File: src/exec_pkg.sv
package exec_pkg;

  // datapath width shared by all units
  localparam int WORD_W = 32;

  typedef logic [WORD_W-1:0] word_t;
  typedef logic [4:0]        reg_idx_t;

  // target unit of an issued operation
  typedef enum logic [1:0] {
    UNIT_ALU = 2'd0,
    UNIT_MUL = 2'd1,
    UNIT_DIV = 2'd2
  } unit_sel_t;

  // single-cycle alu operations
  typedef enum logic [2:0] {
    ALU_ADD = 3'd0,
    ALU_SUB = 3'd1,
    ALU_AND = 3'd2,
    ALU_OR  = 3'd3,
    ALU_XOR = 3'd4,
    ALU_SLL = 3'd5,
    ALU_SRL = 3'd6,
    ALU_SLT = 3'd7
  } alu_op_t;

  // multiply and divide share one 2-bit op field
  typedef logic [1:0] md_op_t;

  localparam md_op_t MD_MUL   = 2'd0;
  localparam md_op_t MD_MULH  = 2'd1;
  localparam md_op_t MD_MULHU = 2'd2;

  localparam md_op_t MD_DIV  = 2'd0;
  localparam md_op_t MD_DIVU = 2'd1;
  localparam md_op_t MD_REM  = 2'd2;
  localparam md_op_t MD_REMU = 2'd3;

endpackage
File: src/exec_stage.sv
`timescale 1ns/1ps

module exec_stage
  import exec_pkg::*;
#(
  parameter int NUM_CB_ENTRY = 16,
  localparam int IDX_W = $clog2(NUM_CB_ENTRY)
) (
  input  logic             CLK,
  input  logic             nRST,
  // issue side
  input  logic             issue_valid,
  input  unit_sel_t        issue_unit,
  input  alu_op_t          alu_op,
  input  md_op_t           md_op,
  input  word_t            port_a,
  input  word_t            port_b,
  input  reg_idx_t         issue_rd,
  input  logic [IDX_W-1:0] issue_index,
  // per-unit bypass
  output logic             bypass_alu_valid,
  output reg_idx_t         bypass_alu_rd,
  output logic [IDX_W-1:0] bypass_alu_index,
  output word_t            bypass_alu_wdata,
  output logic             bypass_mul_valid,
  output reg_idx_t         bypass_mul_rd,
  output logic [IDX_W-1:0] bypass_mul_index,
  output word_t            bypass_mul_wdata,
  output logic             bypass_div_valid,
  output reg_idx_t         bypass_div_rd,
  output logic [IDX_W-1:0] bypass_div_index,
  output word_t            bypass_div_wdata,
  output logic             div_busy,
  // completion buffer write port
  output logic             cb_valid,
  output reg_idx_t         cb_rd,
  output logic [IDX_W-1:0] cb_index,
  output word_t            cb_wdata
);

  logic alu_start, mul_start, div_start;

  // one start strobe per issue, divider only when idle
  assign alu_start = issue_valid && (issue_unit == UNIT_ALU);
  assign mul_start = issue_valid && (issue_unit == UNIT_MUL);
  assign div_start = issue_valid && (issue_unit == UNIT_DIV) && !div_busy;

  alu_unit #(.NUM_CB_ENTRY(NUM_CB_ENTRY)) u_alu (
    .CLK(CLK), .nRST(nRST), .start(alu_start), .op(alu_op),
    .a(port_a), .b(port_b), .rd(issue_rd), .index(issue_index),
    .alu_valid(bypass_alu_valid), .alu_rd(bypass_alu_rd),
    .alu_index(bypass_alu_index), .alu_wdata(bypass_alu_wdata)
  );

  mul_pipe #(.NUM_CB_ENTRY(NUM_CB_ENTRY)) u_mul (
    .CLK(CLK), .nRST(nRST), .start(mul_start), .op(md_op),
    .a(port_a), .b(port_b), .rd(issue_rd), .index(issue_index),
    .mul_valid(bypass_mul_valid), .mul_rd(bypass_mul_rd),
    .mul_index(bypass_mul_index), .mul_wdata(bypass_mul_wdata)
  );

  div_unit #(.NUM_CB_ENTRY(NUM_CB_ENTRY)) u_div (
    .CLK(CLK), .nRST(nRST), .start(div_start), .op(md_op),
    .a(port_a), .b(port_b), .rd(issue_rd), .index(issue_index),
    .div_valid(bypass_div_valid), .div_rd(bypass_div_rd),
    .div_index(bypass_div_index), .div_wdata(bypass_div_wdata),
    .div_busy(div_busy)
  );

  // bypass outputs double as the arbiter inputs
  wb_select #(.NUM_CB_ENTRY(NUM_CB_ENTRY)) u_wb (
    .alu_valid(bypass_alu_valid), .alu_rd(bypass_alu_rd),
    .alu_index(bypass_alu_index), .alu_wdata(bypass_alu_wdata),
    .mul_valid(bypass_mul_valid), .mul_rd(bypass_mul_rd),
    .mul_index(bypass_mul_index), .mul_wdata(bypass_mul_wdata),
    .div_valid(bypass_div_valid), .div_rd(bypass_div_rd),
    .div_index(bypass_div_index), .div_wdata(bypass_div_wdata),
    .cb_valid(cb_valid), .cb_rd(cb_rd),
    .cb_index(cb_index), .cb_wdata(cb_wdata)
  );

endmodule

File: src/wb_select.sv
`timescale 1ns/1ps

module wb_select
  import exec_pkg::*;
#(
  parameter int NUM_CB_ENTRY = 16,
  localparam int IDX_W = $clog2(NUM_CB_ENTRY)
) (
  // alu result
  input  logic             alu_valid,
  input  reg_idx_t         alu_rd,
  input  logic [IDX_W-1:0] alu_index,
  input  word_t            alu_wdata,
  // multiplier result
  input  logic             mul_valid,
  input  reg_idx_t         mul_rd,
  input  logic [IDX_W-1:0] mul_index,
  input  word_t            mul_wdata,
  // divider result
  input  logic             div_valid,
  input  reg_idx_t         div_rd,
  input  logic [IDX_W-1:0] div_index,
  input  word_t            div_wdata,
  // completion buffer write port
  output logic             cb_valid,
  output reg_idx_t         cb_rd,
  output logic [IDX_W-1:0] cb_index,
  output word_t            cb_wdata
);

  assign cb_valid = alu_valid | mul_valid | div_valid;

  // fixed priority alu > mul > div
  // a losing result is dropped here but still seen on its bypass port
  always_comb begin
    if (alu_valid) begin
      cb_rd    = alu_rd;
      cb_index = alu_index;
      cb_wdata = alu_wdata;
    end else if (mul_valid) begin
      cb_rd    = mul_rd;
      cb_index = mul_index;
      cb_wdata = mul_wdata;
    end else if (div_valid) begin
      cb_rd    = div_rd;
      cb_index = div_index;
      cb_wdata = div_wdata;
    end else begin
      // idle port carries zeros
      cb_rd    = '0;
      cb_index = '0;
      cb_wdata = {WORD_W{1'b0}};
    end
  end

endmodule

File: src/div_unit.sv
`timescale 1ns/1ps

module div_unit
  import exec_pkg::*;
#(
  parameter int NUM_CB_ENTRY = 16,
  localparam int IDX_W = $clog2(NUM_CB_ENTRY)
) (
  input  logic             CLK,
  input  logic             nRST,
  input  logic             start,
  input  md_op_t           op,
  input  word_t            a,
  input  word_t            b,
  input  reg_idx_t         rd,
  input  logic [IDX_W-1:0] index,
  output logic             div_valid,
  output reg_idx_t         div_rd,
  output logic [IDX_W-1:0] div_index,
  output word_t            div_wdata,
  output logic             div_busy
);

  localparam int CNT_W = $clog2(WORD_W);

  logic             accept;
  logic             is_signed, a_neg, b_neg, b_zero;
  word_t            a_mag, b_mag;

  // iteration state
  word_t            rem_q, quo_q, dsr_q;
  logic [CNT_W-1:0] count;
  logic             neg_q, neg_r, want_rem;

  logic [WORD_W:0]  shifted, trial;
  word_t            rem_next, quo_next;
  word_t            q_final, r_final;

  assign accept    = start & ~div_busy;
  assign is_signed = (op == MD_DIV) || (op == MD_REM);
  assign a_neg     = is_signed & a[WORD_W-1];
  assign b_neg     = is_signed & b[WORD_W-1];
  assign b_zero    = (b == '0);
  assign a_mag     = a_neg ? -a : a;
  assign b_mag     = b_neg ? -b : b;

  // one restoring step: bring in the next dividend bit and try to subtract
  assign shifted  = {rem_q, quo_q[WORD_W-1]};
  assign trial    = shifted - {1'b0, dsr_q};
  assign rem_next = trial[WORD_W] ? shifted[WORD_W-1:0] : trial[WORD_W-1:0];
  assign quo_next = {quo_q[WORD_W-2:0], ~trial[WORD_W]};

  assign q_final = neg_q ? -quo_next : quo_next;
  assign r_final = neg_r ? -rem_next : rem_next;

  always_ff @(posedge CLK or negedge nRST) begin
    if (!nRST) begin
      div_busy  <= 1'b0;
      div_valid <= 1'b0;
      div_rd    <= '0;
      div_index <= '0;
      div_wdata <= '0;
      rem_q     <= '0;
      quo_q     <= '0;
      dsr_q     <= '0;
      count     <= '0;
      neg_q     <= 1'b0;
      neg_r     <= 1'b0;
      want_rem  <= 1'b0;
    end else begin
      div_valid <= 1'b0;
      if (accept) begin
        div_busy  <= 1'b1;
        div_rd    <= rd;
        div_index <= index;
        rem_q     <= '0;
        quo_q     <= a_mag;
        dsr_q     <= b_mag;
        count     <= '0;
        // divide by zero leaves an all-ones quotient, so no negation there
        neg_q     <= (a_neg ^ b_neg) & ~b_zero;
        neg_r     <= a_neg;
        want_rem  <= (op == MD_REM) || (op == MD_REMU);
      end else if (div_busy) begin
        rem_q <= rem_next;
        quo_q <= quo_next;
        count <= count + 1'b1;
        // last step writes the signed result directly
        if (count == CNT_W'(WORD_W - 1)) begin
          div_busy  <= 1'b0;
          div_valid <= 1'b1;
          div_wdata <= want_rem ? r_final : q_final;
        end
      end
    end
  end

endmodule

File: src/mul_pipe.sv
`timescale 1ns/1ps

module mul_pipe
  import exec_pkg::*;
#(
  parameter int NUM_CB_ENTRY = 16,
  localparam int IDX_W = $clog2(NUM_CB_ENTRY)
) (
  input  logic             CLK,
  input  logic             nRST,
  input  logic             start,
  input  md_op_t           op,
  input  word_t            a,
  input  word_t            b,
  input  reg_idx_t         rd,
  input  logic [IDX_W-1:0] index,
  output logic             mul_valid,
  output reg_idx_t         mul_rd,
  output logic [IDX_W-1:0] mul_index,
  output word_t            mul_wdata
);

  localparam int H  = WORD_W / 2;
  localparam int PW = 2 * WORD_W;

  // operands widened by one bit so signed and unsigned share one multiplier
  logic [WORD_W:0]       a_ext, b_ext;
  logic signed [H:0]     a_lo, a_hi, b_lo, b_hi;
  logic signed [2*H+1:0] pp_ll_q, pp_lh_q, pp_hl_q, pp_hh_q;
  logic [PW-1:0]         prod_q;

  logic             v1, v2;
  reg_idx_t         rd1, rd2;
  logic [IDX_W-1:0] idx1, idx2;
  md_op_t           op1, op2;

  // only mulhu treats both operands as unsigned
  assign a_ext = {(op != MD_MULHU) & a[WORD_W-1], a};
  assign b_ext = {(op != MD_MULHU) & b[WORD_W-1], b};

  assign a_lo = {1'b0, a_ext[H-1:0]};
  assign a_hi = a_ext[WORD_W:H];
  assign b_lo = {1'b0, b_ext[H-1:0]};
  assign b_hi = b_ext[WORD_W:H];

  always_ff @(posedge CLK or negedge nRST) begin
    if (!nRST) begin
      v1 <= 1'b0;
      v2 <= 1'b0;
      mul_valid <= 1'b0;
      {rd1, rd2, mul_rd} <= '0;
      {idx1, idx2, mul_index} <= '0;
      {op1, op2} <= '0;
      {pp_ll_q, pp_lh_q, pp_hl_q, pp_hh_q} <= '0;
      prod_q <= '0;
      mul_wdata <= '0;
    end else begin
      v1 <= start;
      v2 <= v1;
      mul_valid <= v2;
      // stage 1: partial products over the operand halves
      if (start) begin
        rd1 <= rd;
        idx1 <= index;
        op1 <= op;
        pp_ll_q <= a_lo * b_lo;
        pp_lh_q <= a_lo * b_hi;
        pp_hl_q <= a_hi * b_lo;
        pp_hh_q <= a_hi * b_hi;
      end
      // stage 2: sum into the full product
      if (v1) begin
        rd2 <= rd1;
        idx2 <= idx1;
        op2 <= op1;
        prod_q <= PW'(pp_ll_q) + (PW'(pp_lh_q) << H) + (PW'(pp_hl_q) << H)
                  + (PW'(pp_hh_q) << WORD_W);
      end
      // stage 3: pick the requested half
      if (v2) begin
        mul_rd <= rd2;
        mul_index <= idx2;
        case (op2)
          MD_MUL:             mul_wdata <= prod_q[WORD_W-1:0];
          MD_MULH, MD_MULHU:  mul_wdata <= prod_q[PW-1:WORD_W];
          default:            mul_wdata <= prod_q[WORD_W-1:0];
        endcase
      end
    end
  end

endmodule

File: src/alu_unit.sv
`timescale 1ns/1ps

module alu_unit
  import exec_pkg::*;
#(
  parameter int NUM_CB_ENTRY = 16,
  localparam int IDX_W = $clog2(NUM_CB_ENTRY)
) (
  input  logic             CLK,
  input  logic             nRST,
  input  logic             start,
  input  alu_op_t          op,
  input  word_t            a,
  input  word_t            b,
  input  reg_idx_t         rd,
  input  logic [IDX_W-1:0] index,
  output logic             alu_valid,
  output reg_idx_t         alu_rd,
  output logic [IDX_W-1:0] alu_index,
  output word_t            alu_wdata
);

  localparam int SHAMT_W = $clog2(WORD_W);

  word_t               result;
  logic [SHAMT_W-1:0]  shamt;

  assign shamt = b[SHAMT_W-1:0];

  always_comb begin
    case (op)
      ALU_ADD: result = a + b;
      ALU_SUB: result = a - b;
      ALU_AND: result = a & b;
      ALU_OR:  result = a | b;
      ALU_XOR: result = a ^ b;
      ALU_SLL: result = a << shamt;
      ALU_SRL: result = a >> shamt;
      ALU_SLT: result = word_t'($signed(a) < $signed(b));
      default: result = '0;
    endcase
  end

  // valid is just the registered start, so one pulse per issue
  always_ff @(posedge CLK or negedge nRST) begin
    if (!nRST) begin
      alu_valid <= 1'b0;
      alu_rd    <= '0;
      alu_index <= '0;
      alu_wdata <= '0;
    end else begin
      alu_valid <= start;
      if (start) begin
        alu_rd    <= rd;
        alu_index <= index;
        alu_wdata <= result;
      end
    end
  end

endmodule

File: config.mk
export PLATFORM = sky130hd
export DESIGN_NAME = exec_stage
export DESIGN_NICKNAME = d
export VERILOG_FILES = /design/src/exec_pkg.sv /design/src/exec_stage.sv /design/src/wb_select.sv /design/src/div_unit.sv /design/src/mul_pipe.sv /design/src/alu_unit.sv
export SDC_FILE = /design/constraint.sdc
export NUM_CORES = 2
export LEC_CHECK = 0
export ABC_AREA = 0
export CAP_MARGIN = 20
export CELL_PAD_IN_SITES_DETAIL_PLACEMENT = 0
export CELL_PAD_IN_SITES_GLOBAL_PLACEMENT = 1
export CORE_ASPECT_RATIO = 0.9
export CORE_MARGIN = 5
export CORE_UTILIZATION = 50
export CTS_CLUSTER_DIAMETER = 120
export DETAILED_ROUTE_END_ITERATION = 7
export DONT_BUFFER_PORTS = 1
export GPL_TIMING_DRIVEN = 0
export PLACE_DENSITY = 0.83
export SETUP_SLACK_MARGIN = 0.2
export SYNTH_ARGS = -nofsm -noshare
export SYNTH_HDL_FRONTEND = slang
export SYNTH_SLANG_ARGS = --single-unit
File: constraint.sdc
create_clock -name CLK -period 12.25 [get_ports CLK]
set_input_delay 0.6125 -clock CLK [delete_from_list [all_inputs] [get_ports CLK]]
set_output_delay 0.6125 -clock CLK [all_outputs]
set_load 0.01 [all_outputs]
# Yosys cells after proc, flatten, opt, wreduce, memory -nomap -nowiden

Cells that the tools add are included.
W data, S select, Z words.

Bits of input ports: 83
Output and inout port bits: 169
Register bits after elaboration: 451

Multiplexer cells: 29
Add/sub/neg operators: 11
Reduce and logical (&&, ||, !) cells: 14
Bitwise operators: 16
Equality and inequality tests: 15
Shift operators: 2
$mul: 4
Order comparisons: 1

Operators with widths:

| cell                 | number |
|---|---|
| $mux W32             | 14 |
| $pmux W32 S8         | 1 |
| $neg A32 Y32         | 4 |
| $mul A17 B17 Y34     | 2 |
| $add A64 B64 Y64     | 1 |
| $add A51 B50 Y52     | 1 |
| $add A33 B50 Y51     | 1 |
| $sub A33 B32 Y33     | 1 |
| $add A32 B32 Y32     | 1 |
| $and A32 B32 Y32     | 1 |
| $logic_not A32 Y1    | 1 |
| $lt A32 B32 Y1       | 1 |
| $mul A16 B16 Y32     | 1 |
| $mul A17 B17 Y32     | 1 |
| $or A32 B32 Y32      | 1 |
| $shl A32 B5 Y32      | 1 |
| $shr A32 B5 Y32      | 1 |
| $sub A32 B32 Y32     | 1 |
| $xor A32 B32 Y32     | 1 |
| $mux W5              | 5 |
| $eq A3 B3 Y1 const B | 4 |
| $mux W4              | 3 |
| $eq A2 B2 Y1 const B | 4 |
| $and A1 B1 Y1        | 6 |
| 18 further kinds     | 34 |

# Depth between registers and ports, before layout

Word-level depth: 6
Depth in mapped cells: 31
Gate-level depth less buffers: 29

# Modules after synthesis

A second synthesis with hierarchy kept.

Cell total of the unflattened synthesis: 8532
Area, all modules: 75000.7 µm²

Modules (own cells, without submodules):

| module     | cells an instance | sequential area each (µm²) | times used | area an instance (µm²) |
|---|---|---|---|---|
| mul_pipe   | 5562              | 6556.3                     | 1          | 52208.8 |
| div_unit   | 1442              | 3678.5                     | 1          | 11649.9 |
| alu_unit   | 1337              | 1051.0                     | 1          | 9948.3 |
| wb_select  | 188               | 0.0                        | 1          | 1163.6 |
| exec_stage | 3                 | 0.0                        | 1          | 30.0 |

# Worst setup path after synthesis

OpenSTA, ideal clock, no wires.

Path type: input port to flip-flop
Start point: input port_b[3]
End point: register u_mul.pp_hl_q[29]
Slack: 4.294 ns
Cell stages on the path: 29
Data required time: 12.117 ns
Arrival time: 7.823 ns
Setup time: 0.133 ns
Cells stage by stage: clkbuf_1 clkbuf_1 clkbuf_1 buf_1 clkbuf_1 buf_1 nand2_1 fa_1 inv_1 fa_1 inv_1 fa_1 fa_1 inv_1 fa_1 inv_1 fa_1 inv_1 ha_1 a21o_1 a21oi_1 o21bai_1 a21o_1 a41oi_1 o21ai_0 o41ai_1 a21oi_1 xnor2_1 o21ai_0

Word-level cells in the longest chain between the ends: 1

Ends and longest elaborated chain:

| what                 | RTL line         | text |
|---|---|---|
| from (decl)          | exec_stage.sv:17 | `input word_t port_b,` |
| $mul A17 B17 Y34     | mul_pipe.sv:68   | `pp_hl_q <= a_hi * b_lo;` |
| to (signal assigned) | mul_pipe.sv:68   |  |
| to (decl)            | mul_pipe.sv:29   | `logic signed [2*H+1:0] pp_ll_q, pp_lh_q, pp_hl_q, pp_hh_q;` |

No other way between the ends.
A chain may end at the register's enable or synchronous reset.

# Final worst setup path

Start point: input port_b[1]
End point: register u_mul.pp_ll_q[30]

Word-level cells in the longest chain between the ends: 1

Ends and longest elaborated chain:

| what                 | RTL line       | text |
|---|---|---|
| $mul A16 B16 Y32     | mul_pipe.sv:66 | `pp_ll_q <= a_lo * b_lo;` |
| to (signal assigned) | mul_pipe.sv:66 |  |
| to (decl)            | mul_pipe.sv:29 |  |

No other way between the ends.

==> out/metrics.yaml <==
status:
  status: "finished, final reports clean"
setup_path:
  path_class: "input port to flip-flop"
  crit_arrival_ps: 10470
  reg2reg_setup_slack_ps: 4970
  worstPathRequired_ps: 12750
  max_stage_delay_ps: 840
  critPathMaxFanout: 10
  start_kind: "input port"
  rr_endpoint: "u_mul.prod_q[60]"
  end_kind: "flip-flop"
  crit_path_top_delay_cell: "buf_1"
  r2r-start: "u_mul.pp_hl_q[1]"
  reg2regPathDepth: 27
  cp_common_cell: "fa_1"
floorplanning:
  die_h_um: 369.0
  dieArea_sq_um: 150900
  start_util: 0.5043
  die_w_um: 408.9
  io_pins: 252
  core_area_sq_um: 141900
  fp-row-count: 131
clock_tree:
  root_buffer: "clkbuf_16"
  clkSinkCount: 451
  htreeDepth: 2
  ctsLongestPathBuffers: 3
  insertion_delay_ps: 690
  numCtsBuffers: 54
  cts_tree: "yes"
  ctsResizeCount: 0
  path_clk_slew_ps: 60
sta:
  tightest_slew_ps: 1385
  timing.fmax_mhz: 100.3
  slew_violations: 0
  finalSetupTns_ps: 0
  fin_skew_ps: 65.95
  finalHoldViolations: 0
  max_slew_margin: 0.07682
  fin_crit_sh: 0.8138
  grt_setup_unrepaired: "false"
  period_needed_ps: 9970
  setup-violations-final: 0
finish:
  nNetsFinal: 10378
  area_delta_synth_final_pct: 7.792
  drive_gt1_frac: 0.04041
  final_core_util: 0.5436
  n_fill_cell: 13471
  fin_cells: 10633
global_route:
  grt_pass1_wl_mm: 486.1
  grt_usage: 0.4546
  grt_max_degree: 452
  antenna_found_initial: 46
  grt_pass1_vias: 64049
  grt_overflow: 0
logic_synthesis:
  async_flop_share: 1.000
  netlist_area_sq_um: 71590
  ys_warn_count: 0
  yosysMostFrequentCell: "inv_1"
  yosys.cell_types.count: 91
  synth_top_area_cell: "fa_1"
  ys.flop_type: "dfrtp_1"
  yosysSeqAreaShare: 0.1577
  synth_edf_count: 0
  netlist_top_cells_area: "fa_1, dfrtp_1, ha_1, inv_1, nand2_1"
  avgSynthCellArea_sq_um: 8.361
  synth_nets: 10249
  synth_top_area_share: 0.2755
  synthCells: 8562
  synth-seq-cells: 451
  netlist_top_cells_count: "inv_1, nand2_1, fa_1"
drt:
  remaining_drc_errors: 0
  drt_iter0_markers: 8743
  drtPass1Iterations: 6
  postRouteAntennaNets: 0
  via_per_inst: 6.268
  wire_per_inst_um: 32.91
  num_vias: 66645
  drt_wl_total_mm: 350.0
worst_hold_path:
  hold_start: "issue_index[0]"
  whs_path_depth: 2
  min_to: "u_div.div_index[0]"
  hold_class: "input port to flip-flop"
placed_design:
  gp_congestion: 1.123
  hpwlAfterDp_mm: 289.5
  port_buffers: 0
  dp_cells: 10482
run:
  drv_cap: 0
[placed cells by master, fill, tap and decap left out, types with 43 or more instances in the layout]
cell and instances:
or3_1 43, a21oi_1 400, dfrtp_1 451, nand2_1 1225, mux2_2 77, ha_1 619
a22oi_1 50, a31oi_1 57, mux2i_1 145, o21ai_0 488, fa_1 985, buf_8 49
buf_1 91, clkbuf_16 54, a21o_1 94, inv_1 1365, nor3_1 88, clkbuf_1 379
xor2_1 111, nand2b_1 46, nand3_1 69, o31ai_1 48, xnor2_1 222, nor2_1 841
[cell type report]
cell class / instances / area, sq um / share of cell area
diodes: 35 / 87.58 / 0.001135
plain buffers: 482 / 1861 / 0.02411
well taps: 1862 / 2330 / 0.03019
flip-flops and latches: 451 / 11290 / 0.1463
inverters: 1391 / 5224 / 0.06770
repair buffers: 73 / 1195 / 0.01548
clock inverters: 29 / 447.9 / 0.005805
multi-input cells: 6238 / 53240 / 0.6899
clock buffers: 72 / 1499 / 0.01943
[routing by layer]
metal | part of all wire | routed length [um] | GRT usage
met2 | 0.39 | 134900 | 0.6148
met1 | 0.38 | 134000 | 0.5893
met4 | 0.073 | 25490 | 0.2569
met5 | 0.00048 | 167 | 0
met3 | 0.16 | 55460 | 0.2213
[repair_timing]
item	CTS	global route
setup endpoints to repair	0	0
buffers inserted	0	0
hold buffers	1	1
endpoints found under the hold margin	451	67
[worst max-delay path by stage]
stage / from / endpoint / slack [ps] / cells past startpoint
2_1_floorplan: port_b[3] / u_mul.pp_hl_q[29] / 4290 / 29
3_3_place_gp: port_b[20] / u_mul.pp_hh_q[31] / 1300 / 26
3_5_place_dp: port_b[3] / u_mul.pp_hl_q[29] / 2020 / 30
4_1_cts: port_b[1] / u_mul.pp_ll_q[30] / 2740 / 27
5_1_grt: port_b[1] / u_mul.pp_ll_q[30] / 2260 / 27
6_report: port_b[1] / u_mul.pp_ll_q[30] / 2280 / 26
[kinds of logic after synthesis]
kind of cell	after synthesis	synth area share
flops	451	0.1577
xor+xnor	333	0.04074
mux	247	0.04013
fa+ha+maj	1604	0.3836
buf+inv	1873	0.09877
simple gates	2528	0.1478
compound gates	1526	0.1313
[flip-flops by register name, summed over array words and instances (netlist names), 32 cells and up]
signal,flops
u_div.rem_q,32
u_mul.mul_wdata,32
u_alu.alu_wdata,32
u_mul.pp_hl_q,34
u_mul.pp_hh_q,32
u_div.div_wdata,32
u_div.quo_q,32
u_div.dsr_q,32
u_mul.pp_lh_q,34
u_mul.prod_q,64
u_mul.pp_ll_q,32
[per-stage QoR]
step                setup slack [ps]  hold slack [ps]  area (sq um)
detailed placement              2018            334.3         74890
global route                    2262            66.93         77090
CTS                             2744            46.98         76870
global placement                1303            330.2         73920
floorplan                       4294            316.9         71590
finish                          2280            70.90         77170
[worst max-delay path: cells and delay by family]
family / cells / cell delay (ps)
buffers and inverters: 9 / 3700
adder cells (fa/ha/maj): 7 / 3610
AO/OA/AOI/OAI: 8 / 1810
XOR/XNOR: 1 / 500
AND/OR/NAND/NOR: 1 / 190
Power is not shown: default switching activity piles up to over one toggle a cycle in this logic, so the estimate is an artifact.
